==> src/ltssmPkg.sv <==
package ltssmPkg;

    // Symbol and count widths
    typedef logic [7:0]   byte_t;
    typedef logic [127:0] orderedSet_t;      // 16 symbols, symbol 0 in bits 7:0
    typedef logic [3:0]   tsCount_t;

    // Start symbols
    localparam byte_t COM_SYM      = 8'hBC;
    localparam byte_t GEN3_TS1_SYM = 8'h1E;
    localparam byte_t GEN3_TS2_SYM = 8'h2D;
    localparam byte_t IDLE_SYM     = 8'h00;

    localparam byte_t PAD_SYM = 8'hF7;
    localparam byte_t TS1_ID  = 8'h2A;
    localparam byte_t TS2_ID  = 8'h25;

    // Symbol positions inside a set
    localparam int START_POS = 0;
    localparam int LINK_POS  = 1;
    localparam int LANE_POS  = 2;
    localparam int RATE_POS  = 4;
    localparam int CTRL_POS  = 5;
    localparam int ID_POS    = 10;

    // Training control bits
    localparam int UPCFG_BIT    = 2;         // Upconfigure capable
    localparam int POLL_CTL_BIT = 3;         // Gates TS1 acceptance in Polling.Active

    // Substate codes from the main LTSSM; detect codes are not checked
    typedef enum logic [3:0] {
        detectQuiet                  = 4'd0,
        detectActive                 = 4'd1,
        pollingActive                = 4'd2,
        pollingConfiguration         = 4'd3,
        configurationLinkWidthStart  = 4'd4,
        configurationLinkWidthAccept = 4'd5,
        configurationLanenumWait     = 4'd6,
        configurationLanenumAccept   = 4'd7,
        configurationComplete        = 4'd8,
        configurationIdle            = 4'd9
    } substate_t;

    typedef struct packed {
        byte_t link;
        byte_t lane;
        byte_t rateId;
        byte_t trainCtl;
        logic  isTs1;
        logic  isTs2;
        logic  isIdle;
    } tsFields_t;

    localparam int COUNT_TARGET_DEFAULT = 8;

endpackage

==> src/osCheckFsm.sv <==
module osCheckFsm #(
    parameter bit UPSTREAM = 1'b0
) (
    input  logic                clk,
    input  logic                reset,
    input  logic                valid,
    input  ltssmPkg::substate_t substate,
    input  logic                match,
    input  logic                changed,
    output logic                learn,
    output logic                clear,
    output logic                advance
);

    typedef enum logic [1:0] {
        IDLE,
        HUNT,
        TRACK
    } fsmState_t;

    fsmState_t           state;
    fsmState_t           nextState;
    ltssmPkg::substate_t lastSubstate;
    logic                unchecked;
    logic                substateChanged;
    logic                goodSet;
    logic                inComplete;

    assign unchecked = (substate < ltssmPkg::pollingActive) ||
                       (substate > ltssmPkg::configurationIdle);
    assign substateChanged = (substate != lastSubstate);
    assign inComplete = (substate == ltssmPkg::configurationComplete);

    // A rate or upconfigure change breaks the run in Configuration.Complete
    assign goodSet = match && !(inComplete && changed);

    always_ff @(posedge clk or negedge reset)
    begin
        if (!reset)
        begin
            state        <= IDLE;
            lastSubstate <= ltssmPkg::detectQuiet;
        end
        else
        begin
            state        <= nextState;
            lastSubstate <= substate;
        end
    end

    always_comb
    begin
        nextState = state;
        learn     = 1'b0;
        clear     = 1'b0;
        advance   = 1'b0;

        if (substateChanged || unchecked)
        begin
            // Restart the search and drop this cycle's set
            clear     = 1'b1;
            nextState = unchecked ? IDLE : HUNT;
        end
        else
        begin
            case (state)
                IDLE:
                begin
                    nextState = HUNT;
                end
                HUNT:
                begin
                    if (valid && goodSet)
                    begin
                        advance   = 1'b1;
                        learn     = UPSTREAM &&
                                    (substate == ltssmPkg::configurationLinkWidthStart);
                        nextState = TRACK;
                    end
                end
                TRACK:
                begin
                    if (valid)
                    begin
                        if (goodSet)
                            advance = 1'b1;
                        else
                        begin
                            clear     = 1'b1;   // Run broken
                            nextState = HUNT;
                        end
                    end
                end
                default:
                begin
                    clear     = 1'b1;
                    nextState = IDLE;
                end
            endcase
        end
    end

endmodule

==> src/osChecker.sv <==
module osChecker #(
    parameter bit UPSTREAM     = 1'b0,
    parameter int COUNT_TARGET = ltssmPkg::COUNT_TARGET_DEFAULT
) (
    input  logic                  clk,
    input  logic                  reset,
    input  logic                  valid,
    input  ltssmPkg::orderedSet_t orderedSet,
    input  ltssmPkg::substate_t   substate,
    input  ltssmPkg::byte_t       linkNumber,
    input  ltssmPkg::byte_t       laneNumber,
    output ltssmPkg::tsCount_t    tsCount,
    output logic                  countDone,
    output ltssmPkg::byte_t       rateId,
    output ltssmPkg::byte_t       linkNumberOut,
    output logic                  upconfigureCapable
);

    ltssmPkg::tsFields_t fields;
    logic                changed;
    logic                match;
    logic                learn;
    logic                clear;
    logic                advance;

    osFieldDecoder decoder_i (
        .orderedSet (orderedSet),
        .fields     (fields)
    );

    osHistory history_i (
        .clk                (clk),
        .reset              (reset),
        .valid              (valid),
        .fields             (fields),
        .changed            (changed),
        .rateId             (rateId),
        .linkNumberOut      (linkNumberOut),
        .upconfigureCapable (upconfigureCapable)
    );

    tsRuleMatch #(.UPSTREAM(UPSTREAM)) ruleMatch_i (
        .clk        (clk),
        .reset      (reset),
        .fields     (fields),
        .substate   (substate),
        .linkNumber (linkNumber),
        .laneNumber (laneNumber),
        .learn      (learn),
        .clear      (clear),
        .match      (match)
    );

    osCheckFsm #(.UPSTREAM(UPSTREAM)) fsm_i (
        .clk      (clk),
        .reset    (reset),
        .valid    (valid),
        .substate (substate),
        .match    (match),
        .changed  (changed),
        .learn    (learn),
        .clear    (clear),
        .advance  (advance)
    );

    tsCounter #(.COUNT_TARGET(COUNT_TARGET)) counter_i (
        .clk       (clk),
        .reset     (reset),
        .advance   (advance),
        .clear     (clear),
        .tsCount   (tsCount),
        .countDone (countDone)
    );

endmodule

==> src/osFieldDecoder.sv <==
module osFieldDecoder (
    input  ltssmPkg::orderedSet_t orderedSet,
    output ltssmPkg::tsFields_t   fields
);

    ltssmPkg::byte_t startSym;
    ltssmPkg::byte_t idSym;
    logic            ts1Start;
    logic            ts2Start;

    // Symbol n sits in bits 8n+7 down to 8n
    function automatic ltssmPkg::byte_t symbolAt(
        input ltssmPkg::orderedSet_t os,
        input int                    pos
    );
        return os[pos*8 +: 8];
    endfunction

    assign startSym = symbolAt(orderedSet, ltssmPkg::START_POS);
    assign idSym    = symbolAt(orderedSet, ltssmPkg::ID_POS);

    // 8b/10b sets start with COM, 128b/130b sets with their own symbol
    assign ts1Start = (startSym == ltssmPkg::COM_SYM) ||
                      (startSym == ltssmPkg::GEN3_TS1_SYM);
    assign ts2Start = (startSym == ltssmPkg::COM_SYM) ||
                      (startSym == ltssmPkg::GEN3_TS2_SYM);

    always_comb
    begin
        fields.link     = symbolAt(orderedSet, ltssmPkg::LINK_POS);
        fields.lane     = symbolAt(orderedSet, ltssmPkg::LANE_POS);
        fields.rateId   = symbolAt(orderedSet, ltssmPkg::RATE_POS);
        fields.trainCtl = symbolAt(orderedSet, ltssmPkg::CTRL_POS);
        fields.isTs1    = ts1Start && (idSym == ltssmPkg::TS1_ID);
        fields.isTs2    = ts2Start && (idSym == ltssmPkg::TS2_ID);
        fields.isIdle   = (startSym == ltssmPkg::IDLE_SYM);   // Logical idle data
    end

endmodule

==> src/osHistory.sv <==
module osHistory (
    input  logic                clk,
    input  logic                reset,
    input  logic                valid,
    input  ltssmPkg::tsFields_t fields,
    output logic                changed,
    output ltssmPkg::byte_t     rateId,
    output ltssmPkg::byte_t     linkNumberOut,
    output logic                upconfigureCapable
);

    ltssmPkg::tsFields_t last;
    logic                rateDiff;
    logic                upcfgDiff;

    // Fields of the last valid set
    always_ff @(posedge clk or negedge reset)
    begin
        if (!reset)
            last <= '0;
        else if (valid)
            last <= fields;
    end

    assign rateDiff  = (fields.rateId != last.rateId);
    assign upcfgDiff = fields.trainCtl[ltssmPkg::UPCFG_BIT] !=
                       last.trainCtl[ltssmPkg::UPCFG_BIT];

    // Stability only counts against a stored TS2
    assign changed = last.isTs2 && (rateDiff || upcfgDiff);

    assign rateId             = last.rateId;
    assign linkNumberOut      = last.link;
    assign upconfigureCapable = last.trainCtl[ltssmPkg::UPCFG_BIT];

endmodule

==> src/tsCounter.sv <==
module tsCounter #(
    parameter int COUNT_TARGET = ltssmPkg::COUNT_TARGET_DEFAULT
) (
    input  logic               clk,
    input  logic               reset,
    input  logic               advance,
    input  logic               clear,
    output ltssmPkg::tsCount_t tsCount,
    output logic               countDone
);

    localparam ltssmPkg::tsCount_t TARGET = ltssmPkg::tsCount_t'(COUNT_TARGET);

    logic atTarget;

    assign atTarget = (tsCount == TARGET);

    always_ff @(posedge clk or negedge reset)
    begin
        if (!reset)
        begin
            tsCount <= '0;
        end
        else if (clear)
        begin
            tsCount <= '0;
        end
        else if (advance && !atTarget)
        begin
            tsCount <= tsCount + 1'b1;   // Holds once the target is reached
        end
    end

    assign countDone = atTarget;

    countBounded: assert property (@(posedge clk) disable iff (!reset)
        tsCount <= TARGET);

endmodule

==> src/tsRuleMatch.sv <==
module tsRuleMatch #(
    parameter bit UPSTREAM = 1'b0
) (
    input  logic                 clk,
    input  logic                 reset,
    input  ltssmPkg::tsFields_t  fields,
    input  ltssmPkg::substate_t  substate,
    input  ltssmPkg::byte_t      linkNumber,
    input  ltssmPkg::byte_t      laneNumber,
    input  logic                 learn,
    input  logic                 clear,
    output logic                 match
);

    ltssmPkg::byte_t learnedLink;
    logic            learnedValid;
    logic            linkIsPad;
    logic            laneIsPad;
    logic            linkOk;
    logic            laneOk;
    logic            pollTs1Ok;

    always_ff @(posedge clk or negedge reset)
    begin
        if (!reset)
            learnedValid <= 1'b0;
        else if (clear)
            learnedValid <= 1'b0;
        else if (learn)
            learnedValid <= 1'b1;
    end

    // Link number offered by the downstream port
    always_ff @(posedge clk)
    begin
        if (learn)
            learnedLink <= fields.link;
    end

    assign linkIsPad = (fields.link == ltssmPkg::PAD_SYM);
    assign laneIsPad = (fields.lane == ltssmPkg::PAD_SYM);
    assign linkOk    = (fields.link == linkNumber);
    assign laneOk    = (fields.lane == laneNumber);
    assign pollTs1Ok = !fields.trainCtl[ltssmPkg::POLL_CTL_BIT] ||
                       fields.trainCtl[ltssmPkg::UPCFG_BIT];

    always_comb
    begin
        match = 1'b0;
        case (substate)
            ltssmPkg::pollingActive:
                match = linkIsPad && laneIsPad &&
                        ((fields.isTs1 && pollTs1Ok) || fields.isTs2);
            ltssmPkg::pollingConfiguration:
                match = fields.isTs2 && linkIsPad && laneIsPad;
            ltssmPkg::configurationLinkWidthStart:
                if (UPSTREAM)
                    match = fields.isTs1 && !linkIsPad && laneIsPad &&
                            (!learnedValid || fields.link == learnedLink);
                else
                    match = fields.isTs1 && linkOk && laneIsPad;
            ltssmPkg::configurationLinkWidthAccept:
                match = UPSTREAM && fields.isTs1 && linkOk && !laneIsPad;   // Downstream never
            ltssmPkg::configurationLanenumWait,
            ltssmPkg::configurationLanenumAccept:
                match = (UPSTREAM ? fields.isTs2 : fields.isTs1) && linkOk && laneOk;
            ltssmPkg::configurationComplete:
                match = fields.isTs2 && linkOk && laneOk;
            ltssmPkg::configurationIdle:
                match = fields.isIdle;
            default:
                match = 1'b0;
        endcase
    end

    // Only an upstream port learns a link number from the far end
    learnOnlyUpstream: assert property (@(posedge clk) disable iff (!reset)
        learn |-> UPSTREAM);

endmodule

==> config.mk <==
export PLATFORM = sky130hd
export DESIGN_NAME = osChecker
export DESIGN_NICKNAME = d
export VERILOG_FILES = /design/src/ltssmPkg.sv /design/src/osCheckFsm.sv /design/src/osChecker.sv /design/src/osFieldDecoder.sv /design/src/osHistory.sv /design/src/tsCounter.sv /design/src/tsRuleMatch.sv
export SDC_FILE = /design/constraint.sdc
export NUM_CORES = 1
export LEC_CHECK = 0
export BUFFER_PORTS_ARGS = -buffer_cell sky130_fd_sc_hd__buf_2
export CAP_MARGIN = 10
export CORE_MARGIN = 1.5
export CORE_UTILIZATION = 38
export DETAILED_ROUTE_END_ITERATION = 16
export HOLD_SLACK_MARGIN = 0.06
export PLACE_DENSITY = 0.84
export SYNTH_ARGS = -nofsm -noshare
export SYNTH_HDL_FRONTEND = slang
export SYNTH_SLANG_ARGS = --single-unit
==> constraint.sdc <==
create_clock -name clk -period 3.5 [get_ports clk]
set_clock_uncertainty 0.2 [all_clocks]
set_input_delay 0.175 -clock clk [delete_from_list [all_inputs] [get_ports clk]]
set_output_delay 0.175 -clock clk [all_outputs]
set_load 0.03 [all_outputs]
==> flow_summary.yaml, run 1 <==
grt:
  grt_pass1_wl_um: 7920
  gr-total-overflow: 0
  grt_max_degree: 29
  grt_pass1_vias: 1825
  antenna_found_initial: 0
  gr-usage-all-layers_pct: 18.4
sta:
  worst_pin_slew_ns: 0.624
  max_freq_ghz: 0.316
  hold_violations: 0
  relSlewSlack_pct: 58.4
  fin_crit_sh_pct: 90.5
  finalMaxSlewViolations: 0
  finalSetupTns_ns: 0
  rsz0062_at_grt: "no"
  period_needed_ns: 3.17
  setup_viol: 0
detailed_routing:
  dr.first_iter.drc_count: 123
  firstDrtPassIters: 4
  drc: 0
  via_per_inst: 5.01
  final_antenna_net_count: 0
  avgRoutedWirePerCell_um: 13.7
  route.vias.total: 1772
  finalWirelength_um: 4850
logic_synthesis:
  syn-cell-area_mm2: 0.00193
  synth.most_common_cell: "dfrtp_1"
  synth_flop_cell: "dfrtp_1"
  syn-num-nets: 350
  synth_top_area_share_pct: 36.3
  synth_top_family_by_area: "simple AND/OR/NAND/NOR gates"
  yosysWarnings: 0
  syn_inst: 194
  synth_area_leader_cell: "dfrtp_1"
  synth_commonest_cells: "28 x dfrtp_1, 18 x mux2_2, 16 x buf_4"
  synthMuxAreaShare_pct: 11.0
  synth-simple-area-share_pct: 19.2
  seq_area_frac_synth_pct: 36.3
  synth.area.top_cells: "dfrtp_1 36%, mux2_2 10%, xor2_1 6.8%, buf_4 6.2%, xnor2_1 5.9%"
  synthAdderAreaFrac_pct: 3.24
  avgSynthCellArea_um2: 9.95
  synth-compound-area-share_pct: 9.59
  synth.distinct_cells: 42
  ys_seq_elements: 28
  synth_enable_flop_cells: 0
  synthXorXnorAreaFrac_pct: 12.7
  ys_async_sr_fraction_pct: 100
setup_path:
  worst-path-max-fanout: 7
  r2r_start: "history_i.rateId[1]"
  reg2regPathDepth: 8
  r2r_end: "counter_i.tsCount[3]"
  critPathKind: "primary input to flip-flop"
  regToRegSetupSlack_ns: 0.67
  start_kind: "primary input"
  cp-end-kind: "flip-flop"
  cp.required_ns: 3.50
  arrival_ns: 3.17
placed_design:
  hpwl_um: 3460
  dp.cells: 328
  place_area_mm2: 0.00232
  portBuffers: 86
  finalWeightedCongestion: 0.784
layout:
  multi_input_area_mm2: 0.00108
  regArea_um2: 701
  final_area_mm2: 0.00261
  syn_to_final_growth_pct: 35.1
  nNetsFinal: 444
  final_layout_size_suffix_gt1_share_pct: 40.4
  num_antenna_cells: 0
  final_cells: 354
  fillers: 462
clock_tree:
  h-tree-depth: 1
  numCtsBuffers: 3
  cts_resized: 0
  cts.path.max_buffers: 2
  clk_pin_slew_worst_paths_ns: 0.10
  cts_root_buf: "clkbuf_8"
  clk_latency_ns: 0.27
  cts_tree: "yes"
  cts.sinks: 28
die:
  initial_core_util_pct: 40.1
  io_pins: 173
  fp.dieH_um: 74.3
  die_w_um: 74.3
  fp-row-count: 25
  fp.coreArea_mm2: 0.00482
  dieArea_mm2: 0.00552
hold_path:
  hold_path_class: "primary input to async pin"
power_and_ir_drop:
  vdd_drop_max_uv: 185
  powerDensity_mw_per_mm2: 322
  finalPower_mw: 0.840
  leakagePower_nw: 1.16
outcome:
  status: "completed"
flow_run:
  drv_cap: 0
-- cell type report --
cell class	instances	share of cell area, %
Multi-Input combinational cell	141	41.2
Sequential cell	28	26.9
Timing Repair Buffer	109	25.2
Tap cell	67	3.21
Clock buffer	3	1.58
Clock inverter	1	1.15
Inverter	5	0.719
-- metrics by stage --
step	hold slack, ns	setup slack, ns	util (%)
after floorplan	-0.321	0.787	-
after global placement	0.0385	0.576	48.1
after detailed placement	0.0390	0.509	48.1
after CTS	0.254	0.354	54.2
after global routing	0.284	0.248	54.2
final	0.251	0.334	54.2
-- worst max-delay path by stage --
stage / from / endpoint / slack (ns) / cells past startpoint
finish: substate[3] / counter_i.tsCount[3] / 0.33 / 8
global route: substate[3] / counter_i.tsCount[3] / 0.25 / 8
CTS: substate[3] / counter_i.tsCount[3] / 0.35 / 8
detailed placement: orderedSet[84] / counter_i.tsCount[3] / 0.51 / 9
global placement: orderedSet[19] / counter_i.tsCount[3] / 0.58 / 8
floorplan: orderedSet[19] / counter_i.tsCount[3] / 0.79 / 7
-- critical path, stage by stage --
cell	delay (ns)
dlygate4sd3_1	0.53
buf_2	0.17
or4_1	0.55
or4_1	0.53
o221a_2	0.29
or2_4	0.26
or4_1	0.51
a21oi_1	0.15
-- flip-flops by register name, indices dropped and copies added (netlist names) --
| register | cells |
|---|---|
| fsm_i.lastSubstate | 4 |
| counter_i.tsCount | 4 |
| history_i.last | 1 |
| history_i.rateId | 8 |
| history_i.upconfigureCapable | 1 |
| fsm_i.state | 2 |
| history_i.linkNumberOut | 8 |
-- cells by family after synthesis --
family / Yosys count
AOI/OAI and AO/OA: 27
xor gates and xnor gates: 28
adders and majority gates: 5
buffers and inverters: 25
DFF: 28
muxes: 19
and+or+nand+nor: 62
-- power by group --
part           leakage, nW  internal, mW  switching [mW]  total (mW)
Combinational        0.782         0.105           0.119       0.224
Sequential           0.341         0.346          0.0152       0.362
Clock               0.0357         0.153           0.102       0.255
-- cell usage in the layout, fill, tap and decap left out, types with 5 or more instances in the layout --
cell,n
buf_2,86
dfrtp_1,28
dlygate4sd3_1,22
mux2_2,18
xor2_1,15
xnor2_1,13
nor2_1,11
nand2_1,9
nand4_1,7
a21oi_1,7
inv_1,5
nor2b_1,5
o21ai_0,5
ha_1,5
-- routing by layer --
metal  track usage [%]  part of all wire (%)  up-vias
li1                  -                     -      869
met3              3.66                   5.6        6
met4              4.85                   1.1        0
met1              21.8                    42      838
met5                 0                     0        -
met2              33.8                    51       59
-- timing repair --
| item | in CTS | in global routing |
|---|---|---|
| hold buffers | 22 | 0 |
| setup buffers | 0 | 0 |
| hold endpoints to repair | 49 | 0 |
(Power assumes the default switching activity.)
==> inputs of run 2 (changes only) <==
Settings changed: CORE_MARGIN 1.5 to 4, REMOVE_ABC_BUFFERS from default to 1.
==> run 2 against run 1 <==
  * Flip-flop and latch count stayed put
  * Non-clock buffer count did not move
  * First-iteration DRC count shrank 4.9%
  * Critical endpoint unchanged
  * Routed wire length grew 3.2%
  * Worst setup slack gained 0.019 ns
  * Maximum frequency rose by 0.61%
  * Power shrank 0.20%
  * Clock power about the same
  * Global-route usage fell by 2.4 points
  * Critical path depth unchanged
  * Die area increased by 14%
==> flow_summary.yaml, run 2 (same netlist as run 1, synthesis figures left out) <==
power_and_ir_drop:
  vdd_drop_max_uv: 224
  p_clk_share_pct: 30.1
  leakagePower_nw: 1.16
  powerDensity_mw_per_mm2: 321
  switching_share_pct: 28.0
  switching_power_mw: 0.235
  p_comb_share_pct: 26.7
  p_int_mw: 0.604
  seq_power_share_pct: 43.2
grt:
  globalRouteMet2Util_pct: 29.5
  grt_pass1_vias: 1813
  use_met3_pct: 3.51
  antenna_found_initial: 0
  met1_usage_pct: 18.6
  gr-usage-all-layers_pct: 16.0
  busiest_layer: "met2"
  gr-total-overflow: 0
  grt_max_degree: 29
  grt_pass1_wl_um: 8050
die:
  dieArea_mm2: 0.00628
  die_w_um: 79.3
  io_pins: 173
  fp.dieH_um: 79.3
  initial_core_util_pct: 40.1
  fp.coreArea_mm2: 0.00482
  fp-row-count: 25
layout:
  multi_input_area_mm2: 0.00108
  final_cell_mix: "86 x buf_2, 28 x dfrtp_1, 22 x dlygate4sd3_1"
  nNetsFinal: 444
  syn_to_final_growth_pct: 35.1
  regArea_um2: 701
  layout.cells.most_common: "buf_2"
  final_layout_size_suffix_gt1_share_pct: 40.4
  final_area_mm2: 0.00261
  fillers: 432
  num_antenna_cells: 0
setup_path:
  cp-end-kind: "flip-flop"
  start_kind: "primary input"
  critPathKind: "primary input to flip-flop"
  worst-path-max-fanout: 7
  crit_end: "counter_i.tsCount[3]"
  cp.required_ns: 3.51
  worst_path_most_repeated_cell: "or4_1"
  reg2regPathDepth: 8
  r2r_start: "history_i.rateId[1]"
  max_stage_delay_ns: 0.55
  slowest_stage: "or4_1"
  arrival_ns: 3.15
  r2r_end: "counter_i.tsCount[3]"
  path_cells: "dlygate4sd3_1 > buf_2 > or4_1 > or4_1 > o221a_2 > or2_4 > or4_1 > a21oi_1"
  crit_path_start: "substate[3]"
  regToRegSetupSlack_ns: 0.73
clock_tree:
  cts_tree: "yes"
  cts.sinks: 28
  h-tree-depth: 1
  cts.path.max_buffers: 2
  clk_pin_slew_worst_paths_ns: 0.10
  clk_latency_ns: 0.27
  cts_root_buf: "clkbuf_8"
  numCtsBuffers: 3
  post_cts_buffers: 0
sta:
  hold_ws_ns: 0.240
  period_needed_ns: 3.15
  hold_violations: 0
  fin_ws_ns: 0.353
  finalSetupTns_ns: 0
  finalMaxSlewViolations: 0
  fin_crit_sh_pct: 89.9
  rsz0062_at_grt: "no"
  relSlewSlack_pct: 59.1
  setup_viol: 0
  max_freq_ghz: 0.318
  worst_pin_slew_ns: 0.614
detailed_routing:
  finalWirelength_um: 5000
  avgRoutedWirePerCell_um: 14.1
  route.vias.total: 1762
  via_per_inst: 4.98
  firstDrtPassIters: 4
  drc: 0
  dr.first_iter.drc_count: 117
  final_antenna_net_count: 0
placed_design:
  dp_slack_ns: 0.532
  finalWeightedCongestion: 0.808
  portBuffers: 86
  hpwl_um: 3730
  place_area_mm2: 0.00232
flow_run:
  drv_cap: 0
outcome:
  status: "completed"
hold_path:
  hold_path_class: "primary input to async pin"
run 2: per-layer routing:
metal  vias to the layer above  routed length, µm  share of wire [%]
met5                         -                  0                  0
met4                         0                 42               0.84
met3                         4                364                7.3
met2                        64               2520                 50
met1                       827               2080                 42
li1                        867                  -                  -
run 2: cell type report:
class / count / area share (%)
clock buffers: 3 / 1.58
clock inverters: 1 / 1.15
inverters: 5 / 0.719
multi-input cells: 141 / 41.2
flip-flops and latches: 28 / 26.9
well taps: 67 / 3.21
repair buffers: 109 / 25.2
run 2: worst min path at each step:
stage / startpoint / to / slack, ns / cells past startpoint
2_1_floorplan: reset / counter_i.tsCount[0] / -0.32 / 0
3_3_place_gp: reset / history_i.rateId[0] / 0.03 / 1
3_5_place_dp: reset / history_i.rateId[0] / 0.03 / 1
4_1_cts: orderedSet[0] / history_i.last[1] / 0.23 / 4
5_1_grt: orderedSet[0] / history_i.last[1] / 0.30 / 4
6_report: reset / history_i.linkNumberOut[6] / 0.24 / 2
run 2: worst max-delay path, delay by kind of cell:
kind | cells | cell delay, ns
and+or+nand+nor | 4 | 1.83
buffers and inverters | 2 | 0.71
AOI/OAI and AO/OA | 2 | 0.44
run 2: power by group through the flow:
stage | clock, mW | sequential (mW) | combinational (mW)
global placement | 0 | 0.367 | 0.201
finish | 0.253 | 0.362 | 0.224
detailed placement | 0 | 0.368 | 0.205
CTS | 0.264 | 0.362 | 0.224
global route | 0.274 | 0.365 | 0.242
floorplan | 0 | 0.407 | 0.0694
run 2: per-stage QoR:
stage | power [mW] | std cells | utilization [%]
after floorplan | 0.477 | 174 | -
after global placement | 0.567 | 328 | 48.1
after detailed placement | 0.573 | 328 | 48.1
after CTS | 0.850 | 354 | 54.2
after global routing | 0.882 | 354 | 54.2
final | 0.839 | 354 | 54.2
run 2: repair_timing:
action | 4_1_cts | 5_1_grt
hold endpoints to repair | 49 | 0
resized for setup | 0 | 0
hold buffers | 22 | 0
endpoints found under the setup margin | 0 | 0
==> inputs of run 3 (changes only) <==
Settings changed: CORE_UTILIZATION 38 to 41, PLACE_DENSITY 0.84 to 0.9.
Clock period 3.5 ns to 4.05 ns, I/O delays scaled along.
==> run 3 against run 2 <==
  * Critical path depth unchanged
  * Via count grew 0.74%
  * Critical endpoint unchanged
  * Worst setup slack better by 0.53 ns
  * Register-to-register slack gained 0.49 ns
  * Critical path type unchanged
  * Global-route usage up 1.9 points
  * Count of clock-buffer cells in the layout is 1 higher
  * Worst hold slack gained 0.038 ns
  * Cell area decreased by 1.6%
  * Sequential share of layout area increased by 0.45 points
==> flow_summary.yaml, run 3 (same netlist as run 1, synthesis figures left out) <==
outcome:
  status: "completed"
setup_path:
  path_cells: "dlygate4sd3_1 > buf_2 > or4_1 > or4_1 > o221a_2 > or2_4 > or4_1 > a21oi_1"
  cp-end-kind: "flip-flop"
  worst-path-max-fanout: 7
  cp.required_ns: 4.05
  arrival_ns: 3.17
  worst_path_most_repeated_cell: "or4_1"
  slowest_stage: "or4_1"
  start_kind: "primary input"
  cpLargestDelayFamily: "simple AND/OR/NAND/NOR gates"
  max_stage_delay_ns: 0.54
  critPathKind: "primary input to flip-flop"
  crit_buf_inv: 2
grt:
  grt_max_degree: 29
  grt_pass1_wl_um: 8670
  grt_pass1_vias: 1850
  gr-total-overflow: 0
  gr-usage-all-layers_pct: 17.9
  antenna_found_initial: 0
clock_tree:
  cts_tree: "yes"
  h-tree-depth: 1
  clk_pin_slew_worst_paths_ns: 0.10
  post_cts_buffers: 0
  cts_root_buf: "clkbuf_8"
  numCtsBuffers: 3
  clk_latency_ns: 0.27
  cts.sinks: 28
  cts.path.max_buffers: 2
power_and_ir_drop:
  p_int_mw: 0.476
  powerDensity_mw_per_mm2: 265
  p_clk_share_pct: 25.6
  switching_power_mw: 0.204
  leakagePower_nw: 1.15
  switching_share_pct: 29.9
  seq_power_share_pct: 46.0
  vdd_drop_max_uv: 236
  finalPower_mw: 0.680
  p_comb_share_pct: 28.4
placed_design:
  portBuffers: 86
  finalWeightedCongestion: 0.763
  hpwl_um: 3690
die:
  fp.coreArea_mm2: 0.00444
  fp.dieH_um: 76.6
  dieArea_mm2: 0.00587
  fp-row-count: 24
  die_w_um: 76.6
  io_pins: 173
  initial_core_util_pct: 43.4
detailed_routing:
  route.vias.total: 1775
  wl_met2_um: 2600
  dr.first_iter.drc_count: 116
  avgRoutedWirePerCell_um: 14.6
  final_antenna_net_count: 0
  wl_met3_um: 403
  wl_met1_um: 1940
  via_per_inst: 5.25
  drc: 0
  firstDrtPassIters: 4
  finalWirelength_um: 4950
  highest_layer: "met4"
sta:
  rsz0062_at_grt: "no"
  fin_crit_sh_pct: 78.2
  setup_viol: 0
  finalMaxSlewViolations: 0
  period_needed_ns: 3.17
  finalSetupTns_ns: 0
  relSlewSlack_pct: 57.2
  worst_pin_slew_ns: 0.643
  max_freq_ghz: 0.316
  hold_violations: 0
layout:
  syn_to_final_growth_pct: 32.9
  layout.cells.most_common: "buf_2"
  final_layout_size_suffix_gt1_share_pct: 40.2
  final_cell_mix: "86 x buf_2, 28 x dfrtp_1, 22 x dlygate4sd3_1"
  nNetsFinal: 443
  finalCoreUtilization_pct: 57.7
  num_antenna_cells: 0
flow_run:
  drv_cap: 0
hold_path:
  hold_path_class: "primary input to async pin"
run 3: changes by cell type in the layout (fill, tap and decap cells not counted), sizes merged:
cell    change
buf         -1
bufinv      -1
clkbuf      +1
run 3: layout make-up:
class	count	area, µm²
Multi-Input combinational cell	141	1080
Inverter	5	18.8
Fill cell	383	1880
Tap cell	52	65.1
Clock buffer	4	55.1
Sequential cell	28	701
Timing Repair Buffer	108	651
run 3: worst reg2reg max path: stages, from the launching register on:
cell and delay (ns):
dfrtp_1 0.41, xor2_1 0.17, nor4_1 0.36, nand4_1 0.17
o311ai_0 0.32, a21oi_1 0.17, or2_4 0.32, or4_1 0.50
a21oi_1 0.15
run 3: what timing repair did:
action                    4_1_cts  5_1_grt
resized for setup               0        0
hold endpoints to repair       49        0
hold buffers                   22        0
run 3: metal layers:
metal / vias up / track usage, %
met3: 2 / 5.44
met1: 829 / 20.9
met4: 0 / 1.63
met5: - / 0
li1: 872 / -
met2: 72 / 33.0
run 3: power groups by stage:
stage               Clock, mW  Sequential, mW  Combinational, mW
floorplan                   0           0.352             0.0600
CTS                     0.177           0.313              0.193
detailed placement          0           0.318              0.176
global placement            0           0.317              0.171
finish                  0.174           0.313              0.193
global route            0.188           0.316              0.211
run 3: worst paths after layout:
check / from / endpoint / slack, ns / cells after the start
min in group clk: valid / history_i.linkNumberOut[6] / 0.31 / 2
setup / recovery: substate[3] / counter_i.tsCount[3] / 0.88 / 8
hold reg to reg: history_i.linkNumberOut[2] / history_i.linkNumberOut[2] / 0.31 / 1
max in group asynchronous: reset / fsm_i.lastSubstate[3] / 2.95 / 2
setup reg to reg: history_i.rateId[1] / counter_i.tsCount[3] / 1.22 / 8
hold / removal: reset / history_i.upconfigureCapable / 0.28 / 2
run 3: through the flow:
step           worst slack (ns)  instance area, µm²  std cells  hold WS (ns)
5_1_grt                   0.726                2570        338         0.330
4_1_cts                   0.886                2570        338         0.292
6_report                  0.883                2570        338         0.278
3_3_place_gp               1.11                2290        312        0.0561
3_5_place_dp               1.07                2290        312        0.0550
2_1_floorplan              1.31                1800        174        -0.293
